## config.mk

```make
export PLATFORM = sky130hd
export DESIGN_NAME = fsb_axi_writer_top
export DESIGN_NICKNAME = d
export VERILOG_FILES = /design/src/fsb_axi_pkg.sv /design/src/fsb_axi_cfg_regs.sv /design/src/fsb_phase_packer.sv /design/src/hm_ring_writer.sv /design/src/fsb_axi_writer_top.sv
export SDC_FILE = /design/constraint.sdc
export NUM_CORES = 1
export LEC_CHECK = 0
export BUFFER_PORTS_ARGS = -buffer_cell sky130_fd_sc_hd__clkbuf_2
export CORE_MARGIN = 2
export CORE_UTILIZATION = 38
export DETAILED_ROUTE_END_ITERATION = 8
export HOLD_SLACK_MARGIN = 0.02
export SLEW_MARGIN = 25
export SYNTH_ARGS = -nofsm -noshare
export SYNTH_HDL_FRONTEND = slang
export SYNTH_SLANG_ARGS = --single-unit
```

## constraint.sdc

```tcl
create_clock -name clk -period 20.4 [get_ports clk]
set_clock_uncertainty 0.1 [all_clocks]
set_input_delay 1.02 -clock clk [delete_from_list [all_inputs] [get_ports clk]]
set_output_delay 1.02 -clock clk [all_outputs]
set_load 0.02 [all_outputs]
```

## src/fsb_axi_pkg.sv

```systemverilog
// fsb to axi write adapter: shared widths, register map and bus payload types
`default_nettype none

package fsb_axi_pkg;

  // ----------------------------------------------------------
  // widths
  // ----------------------------------------------------------
  localparam int FSB_WIDTH   = 80;
  localparam int LANE_WIDTH  = 128;
  localparam int LANES       = 4;
  localparam int DATA_WIDTH  = 512;
  localparam int STRB_WIDTH  = 64;
  // ring offset step, one full data phase
  localparam int PHASE_BYTES = 64;
  localparam int ADDR_WIDTH  = 64;

  // ----------------------------------------------------------
  // wishbone register map, byte offsets
  // ----------------------------------------------------------
  localparam logic [7:0] REG_CTRL     = 8'h00;
  localparam logic [7:0] REG_CMD      = 8'h08;
  localparam logic [7:0] REG_RESET    = 8'h0c;
  localparam logic [7:0] REG_BASE_LO  = 8'h20;
  localparam logic [7:0] REG_BASE_HI  = 8'h24;
  localparam logic [7:0] REG_HEAD     = 8'h28;
  localparam logic [7:0] REG_BUF_SIZE = 8'h30;

  typedef logic [FSB_WIDTH-1:0] fsb_pkt_t;

  // tail record layout, offset in the low word, ones above
  typedef struct packed {
    logic [DATA_WIDTH-33:0] fill;
    logic [31:0]            offset;
  } tail_rec_t;

  // one axi data word, seen as four lanes or as a tail record
  typedef union packed {
    logic [LANES-1:0][LANE_WIDTH-1:0] lane;
    tail_rec_t                        tail;
  } axi_word_u;

  typedef struct packed {
    logic [ADDR_WIDTH-1:0] addr;
    logic [8:0]            id;
  } axi_aw_t;

  typedef struct packed {
    axi_word_u             data;
    logic [STRB_WIDTH-1:0] strb;
    logic                  last;
  } axi_w_t;

  typedef struct packed {
    logic    awvalid;
    axi_aw_t aw;
    logic    wvalid;
    axi_w_t  w;
  } axi_wr_req_t;

  typedef struct packed {
    logic       awready;
    logic       wready;
    logic       bvalid;
    logic [1:0] bresp;
  } axi_wr_rsp_t;

  typedef struct packed {
    logic        cyc;
    logic        stb;
    logic        we;
    logic [7:0]  adr;
    logic [31:0] dat;
  } wb_req_t;

  typedef struct packed {
    logic        ack;
    logic [31:0] dat;
  } wb_rsp_t;

  // config fields and one-cycle command pulses toward the writer
  typedef struct packed {
    logic [ADDR_WIDTH-1:0] base;
    logic [31:0]           buf_size;
    logic [31:0]           head;
    logic                  go;
    logic                  stop;
    logic                  reset;
  } ring_cfg_t;

  typedef struct packed {
    logic wr_inp;
    logic stop_pend;
    logic bresp_err;
  } ring_status_t;

endpackage

`default_nettype wire

```

## src/fsb_axi_cfg_regs.sv

```systemverilog
// wishbone classic register block: adapter config, go/stop/reset pulses, status readback
`timescale 1ns/100ps
`default_nettype none

module fsb_axi_cfg_regs (
  input  wire                        clk,
  input  wire                        sync_rst_n,
  input  fsb_axi_pkg::wb_req_t       wb_i,
  output fsb_axi_pkg::wb_rsp_t       wb_o,
  input  fsb_axi_pkg::ring_status_t  status_i,
  output fsb_axi_pkg::ring_cfg_t     cfg_o,
  output logic                       fsb_en_o
);

  import fsb_axi_pkg::*;

  // ----------------------------------------------------------
  // bus handshake
  // ----------------------------------------------------------
  logic        wb_req;
  logic        wr_en;
  logic        ack_q;
  logic [31:0] rdat_d;
  logic [31:0] rdat_q;

  // config storage
  logic                  fsb_en_q;
  logic [ADDR_WIDTH-1:0] base_q;
  logic [31:0]           head_q;
  logic [31:0]           size_q;

  // command pulses, live only in the ack cycle
  logic go_pulse;
  logic stop_pulse;
  logic rst_pulse;

  assign wb_req = wb_i.cyc & wb_i.stb;

  // master still holds adr/dat during ack, so writes land here
  assign wr_en = ack_q & wb_req & wb_i.we;

  // single-cycle ack, one clock after the request shows up
  always_ff @(posedge clk)
  begin
    if (!sync_rst_n)
      ack_q <= 1'b0;
    else
      ack_q <= wb_req & ~ack_q;
  end

  // ----------------------------------------------------------
  // register writes
  // ----------------------------------------------------------
  always_ff @(posedge clk)
  begin
    if (!sync_rst_n)
    begin
      fsb_en_q <= 1'b0;
      base_q   <= '0;
      head_q   <= '0;
      size_q   <= '0;
    end
    else if (wr_en)
    begin
      case (wb_i.adr)
        REG_CTRL:     fsb_en_q       <= wb_i.dat[0];
        REG_BASE_LO:  base_q[31:0]   <= wb_i.dat;
        REG_BASE_HI:  base_q[63:32]  <= wb_i.dat;
        REG_HEAD:     head_q         <= wb_i.dat;
        REG_BUF_SIZE: size_q         <= wb_i.dat;
        default:      ;
      endcase
    end
  end

  // go on bit 0 set, stop on bit 0 clear
  assign go_pulse   = wr_en && (wb_i.adr == REG_CMD) && wb_i.dat[0];
  assign stop_pulse = wr_en && (wb_i.adr == REG_CMD) && !wb_i.dat[0];
  // write reset
  assign rst_pulse  = wr_en && (wb_i.adr == REG_RESET) && wb_i.dat[0];

  // ----------------------------------------------------------
  // readback
  // ----------------------------------------------------------
  always_comb
  begin
    case (wb_i.adr)
      REG_CTRL:     rdat_d = {31'b0, fsb_en_q};
      // status bits share the command offset
      REG_CMD:      rdat_d = {29'b0, status_i.bresp_err, status_i.stop_pend,
                              status_i.wr_inp};
      REG_RESET:    rdat_d = 32'h0;
      REG_BASE_LO:  rdat_d = base_q[31:0];
      REG_BASE_HI:  rdat_d = base_q[63:32];
      REG_HEAD:     rdat_d = head_q;
      REG_BUF_SIZE: rdat_d = size_q;
      // unmapped
      default:      rdat_d = 32'hffff_ffff;
    endcase
  end

  // captured on the edge that raises ack
  always_ff @(posedge clk)
  begin
    if (wb_req && !ack_q)
      rdat_q <= rdat_d;
  end

  assign wb_o = '{ack: ack_q, dat: rdat_q};

  assign cfg_o = '{
    base:     base_q,
    buf_size: size_q,
    head:     head_q,
    go:       go_pulse,
    stop:     stop_pulse,
    reset:    rst_pulse
  };

  assign fsb_en_o = fsb_en_q;

  // master must keep stb up until the ack it caused
  a_ack_needs_stb: assert property (
    @(posedge clk) disable iff (!sync_rst_n)
    wb_o.ack |-> wb_i.stb
  );

endmodule

`default_nettype wire

```

## src/fsb_phase_packer.sv

```systemverilog
// fsb phase packer: four 80-bit packets zero-extended into one 512-bit phase, one phase held
`timescale 1ns/100ps
`default_nettype none

module fsb_phase_packer (
  input  wire                     clk,
  input  wire                     sync_rst_n,
  input  wire                     fsb_en_i,
  input  wire                     fsb_valid_i,
  input  fsb_axi_pkg::fsb_pkt_t   fsb_data_i,
  output logic                    fsb_yumi_o,
  output logic                    phase_valid_o,
  output fsb_axi_pkg::axi_word_u  phase_o,
  input  wire                     phase_take_i
);

  import fsb_axi_pkg::*;

  localparam logic [1:0] LAST_LANE = 2'(LANES - 1);

  // lanes 0..2 of the phase under assembly
  logic [LANES-2:0][LANE_WIDTH-1:0] asm_q;
  logic [1:0]                       cnt_q;
  logic [LANE_WIDTH-1:0]            lane_in;
  logic                             room;
  logic                             complete;

  // finished phase waiting for the writer
  axi_word_u hold_q;
  axi_word_u phase_d;
  logic      hold_valid_q;

  // zero-extend packet into its lane
  assign lane_in = {{(LANE_WIDTH-FSB_WIDTH){1'b0}}, fsb_data_i};

  // ----------------------------------------------------------
  // flow control
  // ----------------------------------------------------------
  // first three lanes always fit
  // last lane needs the holding slot free or draining now
  assign room = (cnt_q != LAST_LANE) || !hold_valid_q || phase_take_i;

  assign fsb_yumi_o = fsb_valid_i && fsb_en_i && room;
  assign complete   = fsb_yumi_o && (cnt_q == LAST_LANE);

  // incoming packet closes the word in lane 3
  always_comb
  begin
    phase_d.lane = {lane_in, asm_q};
  end

  always_ff @(posedge clk)
  begin
    if (!sync_rst_n)
      cnt_q <= '0;
    else if (fsb_yumi_o)
      cnt_q <= cnt_q + 2'd1;
  end

  always_ff @(posedge clk)
  begin
    if (fsb_yumi_o && (cnt_q != LAST_LANE))
      asm_q[cnt_q] <= lane_in;
  end

  // ----------------------------------------------------------
  // holding slot
  // ----------------------------------------------------------
  always_ff @(posedge clk)
  begin
    if (!sync_rst_n)
      hold_valid_q <= 1'b0;
    else if (complete)
      hold_valid_q <= 1'b1;
    else if (phase_take_i)
      hold_valid_q <= 1'b0;
  end

  always_ff @(posedge clk)
  begin
    if (complete)
      hold_q <= phase_d;
  end

  assign phase_valid_o = hold_valid_q;
  assign phase_o       = hold_q;

  // held phase stays put until the writer takes it
  a_hold_stable: assert property (
    @(posedge clk) disable iff (!sync_rst_n)
    (phase_valid_o && !phase_take_i) |=> (phase_valid_o && $stable(phase_o))
  );

endmodule

`default_nettype wire

```

## src/hm_ring_writer.sv

```systemverilog
// host memory ring writer: axi4 single-beat data writes, each followed by a tail offset record
`timescale 1ns/100ps
`default_nettype none

module hm_ring_writer (
  input  wire                        clk,
  input  wire                        sync_rst_n,
  input  fsb_axi_pkg::ring_cfg_t     cfg_i,
  output fsb_axi_pkg::ring_status_t  status_o,
  input  wire                        phase_valid_i,
  input  fsb_axi_pkg::axi_word_u     phase_i,
  output logic                       phase_take_o,
  output fsb_axi_pkg::axi_wr_req_t   axi_o,
  input  fsb_axi_pkg::axi_wr_rsp_t   axi_i
);

  import fsb_axi_pkg::*;

  // ----------------------------------------------------------
  // state encoding
  // ----------------------------------------------------------
  localparam logic [2:0] ST_IDLE     = 3'd0;
  localparam logic [2:0] ST_WAIT     = 3'd1;
  localparam logic [2:0] ST_DATA_REQ = 3'd2;
  localparam logic [2:0] ST_DATA_RSP = 3'd3;
  localparam logic [2:0] ST_TAIL_REQ = 3'd4;
  localparam logic [2:0] ST_TAIL_RSP = 3'd5;
  localparam logic [2:0] ST_CHECK    = 3'd6;

  // tail record covers the low 8 bytes
  localparam logic [STRB_WIDTH-1:0] TAIL_STRB = 64'h0000_0000_0000_00ff;

  logic [2:0] state_q;
  logic [2:0] state_d;

  // ring offset, relative to base
  logic [31:0] off_q;
  logic [31:0] off_inc;
  logic [31:0] nxt_off;
  logic        buf_full;
  logic        hold;

  // axi channel registers
  axi_aw_t   aw_q;
  axi_w_t    w_q;
  logic      awvalid_q;
  logic      wvalid_q;
  logic      b_fire;
  logic      req_done;
  logic      load_data;
  logic      load_tail;
  axi_word_u tail_word;

  // sticky status
  logic stop_pend_q;
  logic bresp_err_q;

  // bready tied high, every response accepted
  assign b_fire = axi_i.bvalid;

  // both request channels done, or finishing this cycle
  assign req_done = (!awvalid_q || axi_i.awready) && (!wvalid_q || axi_i.wready);

  // ----------------------------------------------------------
  // ring arithmetic
  // ----------------------------------------------------------
  assign off_inc = off_q + 32'(PHASE_BYTES);
  assign nxt_off = (off_inc == cfg_i.buf_size) ? 32'h0 : off_inc;

  // in CHECK off_q is already the new offset
  assign buf_full = (nxt_off == cfg_i.head);
  assign hold     = buf_full || stop_pend_q;

  // tail record, new offset plus ones fill
  always_comb
  begin
    tail_word.tail.fill   = '1;
    tail_word.tail.offset = nxt_off;
  end

  // no new phase once a stop is pending
  assign phase_take_o = (state_q == ST_WAIT) && phase_valid_i && !stop_pend_q;
  assign load_data    = phase_take_o;
  assign load_tail    = (state_q == ST_DATA_RSP) && b_fire;

  // ----------------------------------------------------------
  // state machine
  // ----------------------------------------------------------
  always_comb
  begin
    state_d = state_q;
    case (state_q)
      ST_IDLE:
        if (cfg_i.go)
          state_d = ST_WAIT;
      ST_WAIT:
        if (stop_pend_q)
          state_d = ST_CHECK;
        else if (phase_valid_i)
          state_d = ST_DATA_REQ;
      ST_DATA_REQ:
        if (req_done)
          state_d = ST_DATA_RSP;
      ST_DATA_RSP:
        if (b_fire)
          state_d = ST_TAIL_REQ;
      ST_TAIL_REQ:
        if (req_done)
          state_d = ST_TAIL_RSP;
      ST_TAIL_RSP:
        if (b_fire)
          state_d = ST_CHECK;
      // paused here while full or stopped
      ST_CHECK:
        if (!hold)
          state_d = ST_WAIT;
      default:
        state_d = ST_IDLE;
    endcase
    // write reset wins from any state
    if (cfg_i.reset)
      state_d = ST_IDLE;
  end

  always_ff @(posedge clk)
  begin
    if (!sync_rst_n)
      state_q <= ST_IDLE;
    else
      state_q <= state_d;
  end

  always_ff @(posedge clk)
  begin
    if (!sync_rst_n)
      off_q <= '0;
    else if (cfg_i.go && (state_q == ST_IDLE))
      off_q <= '0;
    else if (load_tail)
      off_q <= nxt_off;
  end

  always_ff @(posedge clk)
  begin
    if (!sync_rst_n)
      stop_pend_q <= 1'b0;
    else if (cfg_i.reset)
      stop_pend_q <= 1'b0;
    else if (cfg_i.stop)
      stop_pend_q <= 1'b1;
  end

  // any slverr/decerr sticks until write reset
  always_ff @(posedge clk)
  begin
    if (!sync_rst_n)
      bresp_err_q <= 1'b0;
    else if (cfg_i.reset)
      bresp_err_q <= 1'b0;
    else if (b_fire && (axi_i.bresp != 2'b00))
      bresp_err_q <= 1'b1;
  end

  // ----------------------------------------------------------
  // axi write channels
  // ----------------------------------------------------------
  always_ff @(posedge clk)
  begin
    if (!sync_rst_n)
    begin
      awvalid_q <= 1'b0;
      wvalid_q  <= 1'b0;
    end
    else if (cfg_i.reset)
    begin
      awvalid_q <= 1'b0;
      wvalid_q  <= 1'b0;
    end
    else if (load_data || load_tail)
    begin
      awvalid_q <= 1'b1;
      wvalid_q  <= 1'b1;
    end
    else
    begin
      // each channel drops on its own ready
      if (axi_i.awready)
        awvalid_q <= 1'b0;
      if (axi_i.wready)
        wvalid_q <= 1'b0;
    end
  end

  always_ff @(posedge clk)
  begin
    if (load_data)
    begin
      aw_q.addr   <= cfg_i.base + ADDR_WIDTH'(off_q);
      aw_q.id     <= '0;
      w_q.data    <= phase_i;
      w_q.strb    <= '1;
      w_q.last    <= 1'b1;
    end
    else if (load_tail)
    begin
      // tail slot sits just past the ring
      aw_q.addr   <= cfg_i.base + ADDR_WIDTH'(cfg_i.buf_size);
      aw_q.id     <= '0;
      w_q.data    <= tail_word;
      w_q.strb    <= TAIL_STRB;
      w_q.last    <= 1'b1;
    end
  end

  assign axi_o = '{awvalid: awvalid_q, aw: aw_q, wvalid: wvalid_q, w: w_q};

  assign status_o = '{
    wr_inp:    (state_q != ST_IDLE) && !((state_q == ST_CHECK) && hold),
    stop_pend: stop_pend_q,
    bresp_err: bresp_err_q
  };

  a_aw_stable: assert property (
    @(posedge clk) disable iff (!sync_rst_n)
    (axi_o.awvalid && !axi_i.awready && !cfg_i.reset) |=>
      (axi_o.awvalid && $stable(axi_o.aw))
  );

  a_w_stable: assert property (
    @(posedge clk) disable iff (!sync_rst_n)
    (axi_o.wvalid && !axi_i.wready && !cfg_i.reset) |=>
      (axi_o.wvalid && $stable(axi_o.w))
  );

endmodule

`default_nettype wire

```

## src/fsb_axi_writer_top.sv

```systemverilog
// fsb to axi writer top: register block, phase packer and ring writer
`timescale 1ns/100ps
`default_nettype none

module fsb_axi_writer_top (
  input  wire                       clk,
  input  wire                       sync_rst_n,
  // register bus
  input  fsb_axi_pkg::wb_req_t      wb_i,
  output fsb_axi_pkg::wb_rsp_t      wb_o,
  // fsb packet stream
  input  wire                       fsb_valid_i,
  input  fsb_axi_pkg::fsb_pkt_t     fsb_data_i,
  output logic                      fsb_yumi_o,
  // host memory write port
  output fsb_axi_pkg::axi_wr_req_t  axi_o,
  input  fsb_axi_pkg::axi_wr_rsp_t  axi_i
);

  import fsb_axi_pkg::*;

  // ----------------------------------------------------------
  // internal links
  // ----------------------------------------------------------
  ring_cfg_t    ring_cfg;
  ring_status_t ring_status;
  logic         fsb_en;

  // packer to writer
  logic      phase_valid;
  axi_word_u phase;
  logic      phase_take;

  fsb_axi_cfg_regs u_regs (
    .clk        (clk),
    .sync_rst_n (sync_rst_n),
    .wb_i       (wb_i),
    .wb_o       (wb_o),
    .status_i   (ring_status),
    .cfg_o      (ring_cfg),
    .fsb_en_o   (fsb_en)
  );

  fsb_phase_packer u_packer (
    .clk           (clk),
    .sync_rst_n    (sync_rst_n),
    .fsb_en_i      (fsb_en),
    .fsb_valid_i   (fsb_valid_i),
    .fsb_data_i    (fsb_data_i),
    .fsb_yumi_o    (fsb_yumi_o),
    .phase_valid_o (phase_valid),
    .phase_o       (phase),
    .phase_take_i  (phase_take)
  );

  // one axi transaction in flight at a time
  hm_ring_writer u_writer (
    .clk           (clk),
    .sync_rst_n    (sync_rst_n),
    .cfg_i         (ring_cfg),
    .status_o      (ring_status),
    .phase_valid_i (phase_valid),
    .phase_i       (phase),
    .phase_take_o  (phase_take),
    .axi_o         (axi_o),
    .axi_i         (axi_i)
  );

endmodule

`default_nettype wire

```

Word level (Yosys, flattened, before mapping)
Index checks and enable logic that the tools add are counted.
- $lt $le $gt $ge: 2
- reduce and logical (&&, ||, !) cells: 48
- equality and inequality tests: 23
- $add $sub $neg: 4
- muxes and demuxes: 24
- bitwise logic cells: 6
- operator list (operator ; count):
    two-way mux 577 bit ; 1
    two-way mux 529 bit ; 1
    bitwise mux 384 bit ; 1
    demux 128 bit (select 2 bit) ; 1
    one-hot mux 32 bit (7 select lines) ; 1
    two-way mux 73 bit ; 2
    adder 64 x 32 -> 64 bit ; 2
    two-way mux 128 bit ; 1
    == test 32 bit ; 2
    adder 32 x 7 -> 32 bit (second input constant) ; 1
    == test 8 x 6 -> 1 bit (second input constant) ; 4
    two-way mux 32 bit ; 1
    two-way mux 3 bit ; 8
    one-hot mux 3 bit (7 select lines) ; 1
    logical AND 1 bit ; 19
    == test 8 x 4 -> 1 bit (second input constant) ; 2
    inequality test 2 bit (second input constant) ; 5
    AND reduction 2 bit ; 5
    nonzero test 2 bit ; 5
    == test 3 bit (second input constant) ; 3
    logical NOT 8 bit ; 1
    logical NOT 1 bit ; 7
    AND reduction 7 bit ; 1
    == test 3 x 2 -> 1 bit (second input constant) ; 2
    other kinds (14) ; 30
- input port bits: 131
- word-level logic and storage cells: 130
- output and inout port bits: 686
- register bits after elaboration: 1684

Longest topological paths before layout
Gate-level depths: netlist of run 1.
- depth after elaboration: 9
- mapped depth: 23
- mapped depth without buffers: 18

By module
Synthesis of run 1 repeated with hierarchy kept, for this count alone.
- cell total of the unflattened synthesis: 4282
- area, all modules: 54217.0 um2
- modules (own cells, without submodules) (module ; times used ; area an instance (um2) ; cells an instance ; seq. area each (um2)):
    hm_ring_writer ; 1 ; 28637.5 ; 2743 ; 18097.4
    fsb_phase_packer ; 1 ; 18489.0 ; 778 ; 16876.2
    fsb_axi_cfg_regs ; 1 ; 7090.6 ; 761 ; 3563.4

Least setup slack after synthesis of run 1
OpenSTA, ideal clock, no wires.
- kind: input-to-reg
- from: in axi_i[2] in the netlist's numbering
- to: reg u_writer.w_q (netlist bit u_writer.axi_o[100]), enable pin
- required time: 17.486 ns
- stages: 3
- arrival time: 7.642 ns
- path slack: 9.844 ns
- buffers on the path: 1
- setup time: 2.814 ns
- path through: nand3_1 clkbuf_1 nand2_1
- cells in the longest elaborated chain, start to end: 2
- RTL lines (what ; RTL line ; source):
    from (decl) ; fsb_axi_writer_top.sv:17 ; input fsb_axi_pkg::axi_wr_rsp_t axi_i
    logical AND 1 bit ; hm_ring_writer.sv:84 ; assign load_tail = (state_q == ST_DATA_RSP) && b_fire;
    nonzero test 2 bit (no source line) ; n/a ;
    to (decl) ; hm_ring_writer.sv:45 ; axi_w_t w_q;
No other way between the ends.
A chain may end at the register's enable or synchronous reset.

Final worst setup path of run 1
- from: reg u_writer.state_q[0]
- to: reg u_writer.aw_q (netlist bit u_writer.axi_o[650]), data pin
- cells in the longest elaborated chain, start to end: 4
- RTL lines (what ; RTL line ; source):
    from (decl) ; hm_ring_writer.sv:33 ; logic [2:0] state_q;
    from (signal assigned) ; hm_ring_writer.sv:130 ; state_q <= state_d;
    == test 3 x 1 -> 1 bit ; hm_ring_writer.sv:82 ; assign phase_take_o = (state_q == ST_WAIT) && phase_valid_i && !stop_pend_q;
    logical AND 1 bit (2 in a row) ; hm_ring_writer.sv:82 ;
    two-way mux 73 bit ; hm_ring_writer.sv:196 ; if (load_data)
    to (decl) ; hm_ring_writer.sv:44 ; axi_aw_t aw_q;
No other way between the ends.

==> impl_metrics.toml, run 1 <==
[logic_synthesis]
synth-warning-count = 0
ys_ff_latch = 1150
synth-async-reset-ratio_pct = 0
synth_cell_types = 82
postSynthCellCount = 3569
yosysSeqAreaShare_pct = 71.3
synth-xor-area-share_pct = 2.23
synth_compound_area_share_pct = 6.84
ys.flop_type = "edfxtp_1"
synth-edff-count = 977
synth_top_family_by_area = "simple AND/OR/NAND/NOR gates"
synth_area_per_cell_um2 = 12.9
synth_top_area_cell = "edfxtp_1"
synth_area_mm2 = 0.0460
yosysTopAreaCellShare_pct = 63.8
yosys.area_share.simple_pct = 12.2
yosys-top-cells-area = "edfxtp_1, nand2_1, dfxtp_1, buf_4, a21boi_0"
synthMuxAreaShare_pct = 0.136
synth_fa_ha_area_share_pct = 1.05

[drt]
drc_errors = 0
wl_per_cell_um = 21.1
antenna_left = 0
drt_first_pass_iters = 8
wl_um = 123000
vias_per_cell = 4.94
drtIter0Drc = 2610
num_vias = 28700

[timing]
final-max-slew-violation-count = 0
relSlewSlack_pct = 27.5
worst_slack_ns = 14.18
fmax_mhz = 161
setup_viol = 0
hold_violations = 0
worst_pin_slew_ns = 1.09
rsz0062_at_grt = "false"
post-route-period-util_pct = 30.5
setup_tns_ns = 0
finalCriticalPeriod_ns = 6.22

[grt]
grt_antenna_before_repair = 5
gr-total-overflow = 0
grt_max_degree = 174
grt_pass1_wl_um = 181000
grt_pass1_vias = 27400
gr-usage-all-layers_pct = 19.3

[power]
p_comb_share_pct = 1.2
peakVddDrop_uv = 83.0
p_leak_nw = 21.4
seq_power_share_pct = 51.7
clkPwrFrac_pct = 47.1
swShare_pct = 20.3
power_density_mw_per_mm2 = 90.6
power.net_switching_w = 0.000991
p_int_w = 0.00390

[layout]
final_util_pct = 45.0
area_growth_pct = 17.4
final_common_cell = "nand2_1"
final_cell_mix = "nand2_1, edfxtp_1, clkbuf_2"
final_layout_size_suffix_gt1_share_pct = 25.4
final_nets = 4268

[place]
port_buffers = 798
dpl.hpwl_um = 82600
gp_congestion = 0.887
pre_cts_ws_ns = 14.21

[setup_path]
startpoint = "u_writer.state_q[0]"
critPathArrivalTime_ns = 6.54
critical_path_class = "reg -> reg"
crit_slowest_cell = "nor2b_1"
critPathMaxFanout = 44
crit_chain = "inv_1 -> nor2_1 -> nand3_2 -> nand2_1 -> nand2_1 -> ha_1 -> a21o_1 -> a21oi_1 -> o21bai_1 -> a21oi_1 -> o21ai_0 -> nand4_1 -> a31oi_1 -> a221o_1 -> nor2b_1 -> nand4_1 -> xnor2_1"
reg2reg_depth = 17
cp.required_ns = 20.72
worstSetupEndpointType = "flip-flop"
critPathTopFamily = "simple AND/OR/NAND/NOR gates"
start_kind = "flip-flop"
cp_num_cells = 17
r2r-start = "u_writer.state_q[0]"
critical_path.max_stage_delay_ns = 0.83
critical_path_buf_inv_count = 1

[clock_tree]
cts_made_buffers = 118
clockBufferDepth = 3
post_cts_buffers = 0
cts_tree = "built"
worstSkewPairLatency_ns = 0.73
ctsResizeCount = 0
clock-sinks = 1150
htree_levels = 3
clk_pin_slew_ns = 0.07
ctsRootBufferMaster = "clkbuf_16"
ctsHoldBuffers = 0

[floorplan]
dieArea_mm2 = 0.124
ios = 817
die_w_um = 352
num_rows = 127
core_area_mm2 = 0.120
start_util_pct = 38.4
die_h_um = 352

[status]
status = "complete, no violations"

[hold_path]
hp-class = "reg -> reg"
hp-start = "u_packer.asm_q[268]"
hold_depth = 0

[run]
drv_cap = 0
[flip-flops by register name (all words and copies together), names as in the netlist, 2 cells and up]
register	flops
u_writer.axi_o	386
u_packer.phase_o	320
u_packer.asm_q	240
u_regs.base_q	64
u_regs.head_q	32
u_regs.rdat_q	32
u_regs.size_q	32
u_writer.off_q	32
u_writer.state_q	3
u_packer.cnt_q	2
[final cells by class]
class	instances	area, um2
fill	11000	66000
sequential	1150	32800
multi-input combinational	1956	10500
timing repair buffer	838	4340
clock buffer	148	3140
tap	1612	2020
clock inverter	74	1070
inverter	35	131
antenna	2	5.00
[power groups by stage]
stage          registers [W]   logic, W  clock network (W)
3_3_place_gp         0.00258  0.0000580                  0
2_1_floorplan        0.00258  0.0000219                  0
6_report             0.00253  0.0000577            0.00231
3_5_place_dp         0.00258  0.0000581                  0
4_1_cts              0.00253  0.0000583            0.00236
5_1_grt              0.00253  0.0000616            0.00245
[through the flow]
stage                     std cells  hold slack [ns]  instance area [um2]  total power (W)
final                          5815            0.290                54000          0.00489
after global routing           5814            0.312                54000          0.00503
after CTS                      5813            0.282                54000          0.00495
after detailed placement       5591            0.305                49800          0.00264
after global placement         5591            0.300                49800          0.00264
after floorplan                3585            0.300                46100          0.00260
[worst paths after layout]
kind | to | slack, ns
hold reg to reg | u_packer.phase_o[268] | 0.29
setup / recovery | u_writer.axi_o[650] | 14.18
setup reg to reg | u_writer.axi_o[650] | 14.18
hold / removal | u_packer.phase_o[268] | 0.29
[metal layers]
metal  track usage (%)  vias to the layer above  wire [um]
met2              29.8                     1087      56000
met5                 0                        -         23
met1              26.0                    14000      52300
met4              6.09                        4       3460
li1                  -                    13400          -
met3              5.83                      192      11200
[cells in the mapped netlist, types with 13 or more instances]
cell type  number
a21boi_0      130
xnor2_1        89
and2_1         19
a21o_1         19
edfxtp_1      977
ha_1           37
nand2_1      1027
a31oi_1        14
o21ai_0        72
and3_1         19
a21oi_1        67
buf_4         272
dfxtp_1       173
nand4_1        24
nor2_1         49
nand2b_1       13
nand3_1        61
clkbuf_1      155
xor2_1         28
nor3_1         21
a22oi_1        70
nor4_1         17
inv_1          34
[logic make-up after synthesis]
logic type      after synthesis
mux                           6
other cells                   2
compound gates              456
xor+xnor                    117
buf+inv                     479
flops                      1150
simple gates               1321
fa+ha+maj                    38
Note: power is estimated with default switching activity, not from simulation.
==> inputs of run 2 (changes only) <==
- clock period: 20.4 -> 5.5 ns (I/O delays scaled with it)
==> run 2 against run 1 <==
- first-iteration DRC count is 3.6% higher
- sequential power grew to 3.7 times the previous value
- sequential share of layout area is 1.3 points lower
- cell count is 2.4% higher
- global-route usage is 0.17 points higher
- power grew to 3.6 times the previous value
- highest routed layer is now met4
- combinational power grew to 4.9 times the previous value
- via count is 1.9% higher
- critical path depth is 4 lower
- die area stayed put
- routed wire length is 1.6% higher
- non-clock buffer count is 141 higher
==> impl_metrics.toml, run 2 (synthesized netlist as in run 1, its figures left out) <==
[status]
status = "complete, no violations"

[floorplan]
core_area_mm2 = 0.120
die_w_um = 352
start_util_pct = 38.4
die_h_um = 352
dieArea_mm2 = 0.124
num_rows = 127
ios = 817

[drt]
drc_errors = 0
num_vias = 29300
drt_first_pass_iters = 6
wl_um = 125000
wl_per_cell_um = 21.0
antenna_left = 0
drtIter0Drc = 2704
vias_per_cell = 4.92

[hold_path]
hp-class = "in -> reg"

[grt]
grt_pass1_vias = 27900
grt_antenna_before_repair = 3
gr-usage-all-layers_pct = 19.5
grt_max_degree = 174
grt_pass1_wl_um = 184000
gr-total-overflow = 0

[layout]
final_nets = 4409
area_growth_pct = 20.0
finalInstanceArea_mm2 = 0.0552
largest_register_ffs = 386
nFillCells = 10700
final_cell_mix = "nand2_1, edfxtp_1, clkbuf_2"
final_common_cell = "nand2_1"
final_layout_size_suffix_gt1_share_pct = 24.7

[timing]
final-max-slew-violation-count = 0
post-route-period-util_pct = 91.7
fmax_mhz = 198
relSlewSlack_pct = 31.2
hold_violations = 0
setup_viol = 0
finalCriticalPeriod_ns = 5.05
rsz0062_at_grt = "false"
setup_tns_ns = 0
worst_pin_slew_ns = 1.03

[clock_tree]
cts_tree = "built"
clk_pin_slew_ns = 0.06
ctsRootBufferMaster = "clkbuf_16"
clock-sinks = 1150
clockBufferDepth = 3
cts_made_buffers = 118
htree_levels = 3
worstSkewPairLatency_ns = 0.71

[run]
drv_cap = 0

[setup_path]
critPathMaxFanout = 11
cp.required_ns = 5.87
critPathArrivalTime_ns = 5.41
start_kind = "flip-flop"
critical_path_class = "reg -> reg"
worstSetupEndpointType = "flip-flop"

[place]
gp_congestion = 0.887
dpl.hpwl_um = 84900
port_buffers = 798
place_area_mm2 = 0.0500

[power]
power_density_mw_per_mm2 = 321
p_total_w = 0.0177
peakVddDrop_uv = 324
p_leak_nw = 21.9
==> run 2: cell count changes in the layout (fill, tap and decap cells not counted), sizes merged <==
cell,delta
bufinv,-6
inv,-6
clkinvlp,+3
dlygate4sd3,+125
buf,+16
clkinv,+14
clkbuf,-7
==> run 2: timing repair <==
action,4_1_cts,5_1_grt
gates resized for setup,0,3
hold buffers,125,0
setup endpoints to repair,0,19
setup buffers,0,0
hold endpoints to repair,458,0
==> run 2: critical path, stage by stage, from the launching register on <==
cell	delay (ns)
dfxtp_1	0.59
ha_1	0.43
nand4_4	0.23
nor3_1	0.49
mux2_2	0.43
a2111oi_1	0.29
o2111ai_1	0.19
or4_1	0.58
nor4_4	0.17
buf_4	0.24
mux2i_1	0.13
a2111oi_4	0.63
nor2_2	0.11
a31o_1	0.20
==> run 2: final cells by class <==
class / instances / area (um2) / area share [%]
well taps: 1612 / 2020 / 3.65
flip-flops and latches: 1150 / 32800 / 59.4
multi-input cells: 1956 / 10500 / 19.1
repair buffers: 979 / 5780 / 10.5
clock inverters: 79 / 892 / 1.62
diodes: 2 / 5.00 / 0.00906
clock buffers: 141 / 3060 / 5.54
inverters: 35 / 131 / 0.238
==> run 2: power by group <==
| part | switching, W | internal, W |
|---|---|---|
| combinational | 0.000166 | 0.000119 |
| clock | 0.00342 | 0.00465 |
| sequential | 0.00000570 | 0.00937 |
| total | 0.00359 | 0.0141 |
==> run 2: final timing paths <==
path,start,end,slack [ns],cells after the start
worst min register to register,u_packer.asm_q[134],u_packer.phase_o[134],0.30,0
worst max-delay path,u_writer.off_q[6],u_regs.rdat_q[0],0.45,13
worst min-delay path,fsb_valid_i,u_packer.cnt_q[1],0.06,5
worst max register to register,u_writer.off_q[6],u_regs.rdat_q[0],0.45,13
==> run 2: layer usage <==
| layer | vias up | routed length (um) | track usage (%) |
|---|---|---|---|
| met5 | - | 0 | 0 |
| met4 | 0 | 2860 | 5.13 |
| met3 | 161 | 9960 | 4.56 |
| met2 | 1061 | 58400 | 30.9 |
| met1 | 14400 | 53700 | 26.8 |
| li1 | 13700 | - | - |
==> run 2: stage by stage <==
stage	std cells	setup WS (ns)	util, %	hold WS [ns]
global route	5952	0.114	46.0	0.0887
finish	5954	0.454	46.0	0.0632
CTS	5952	0.173	46.0	0.0243
global placement	5607	0.398	41.7	0.300
floorplan	3585	0.931	-	0.274
detailed placement	5607	0.220	41.7	0.305
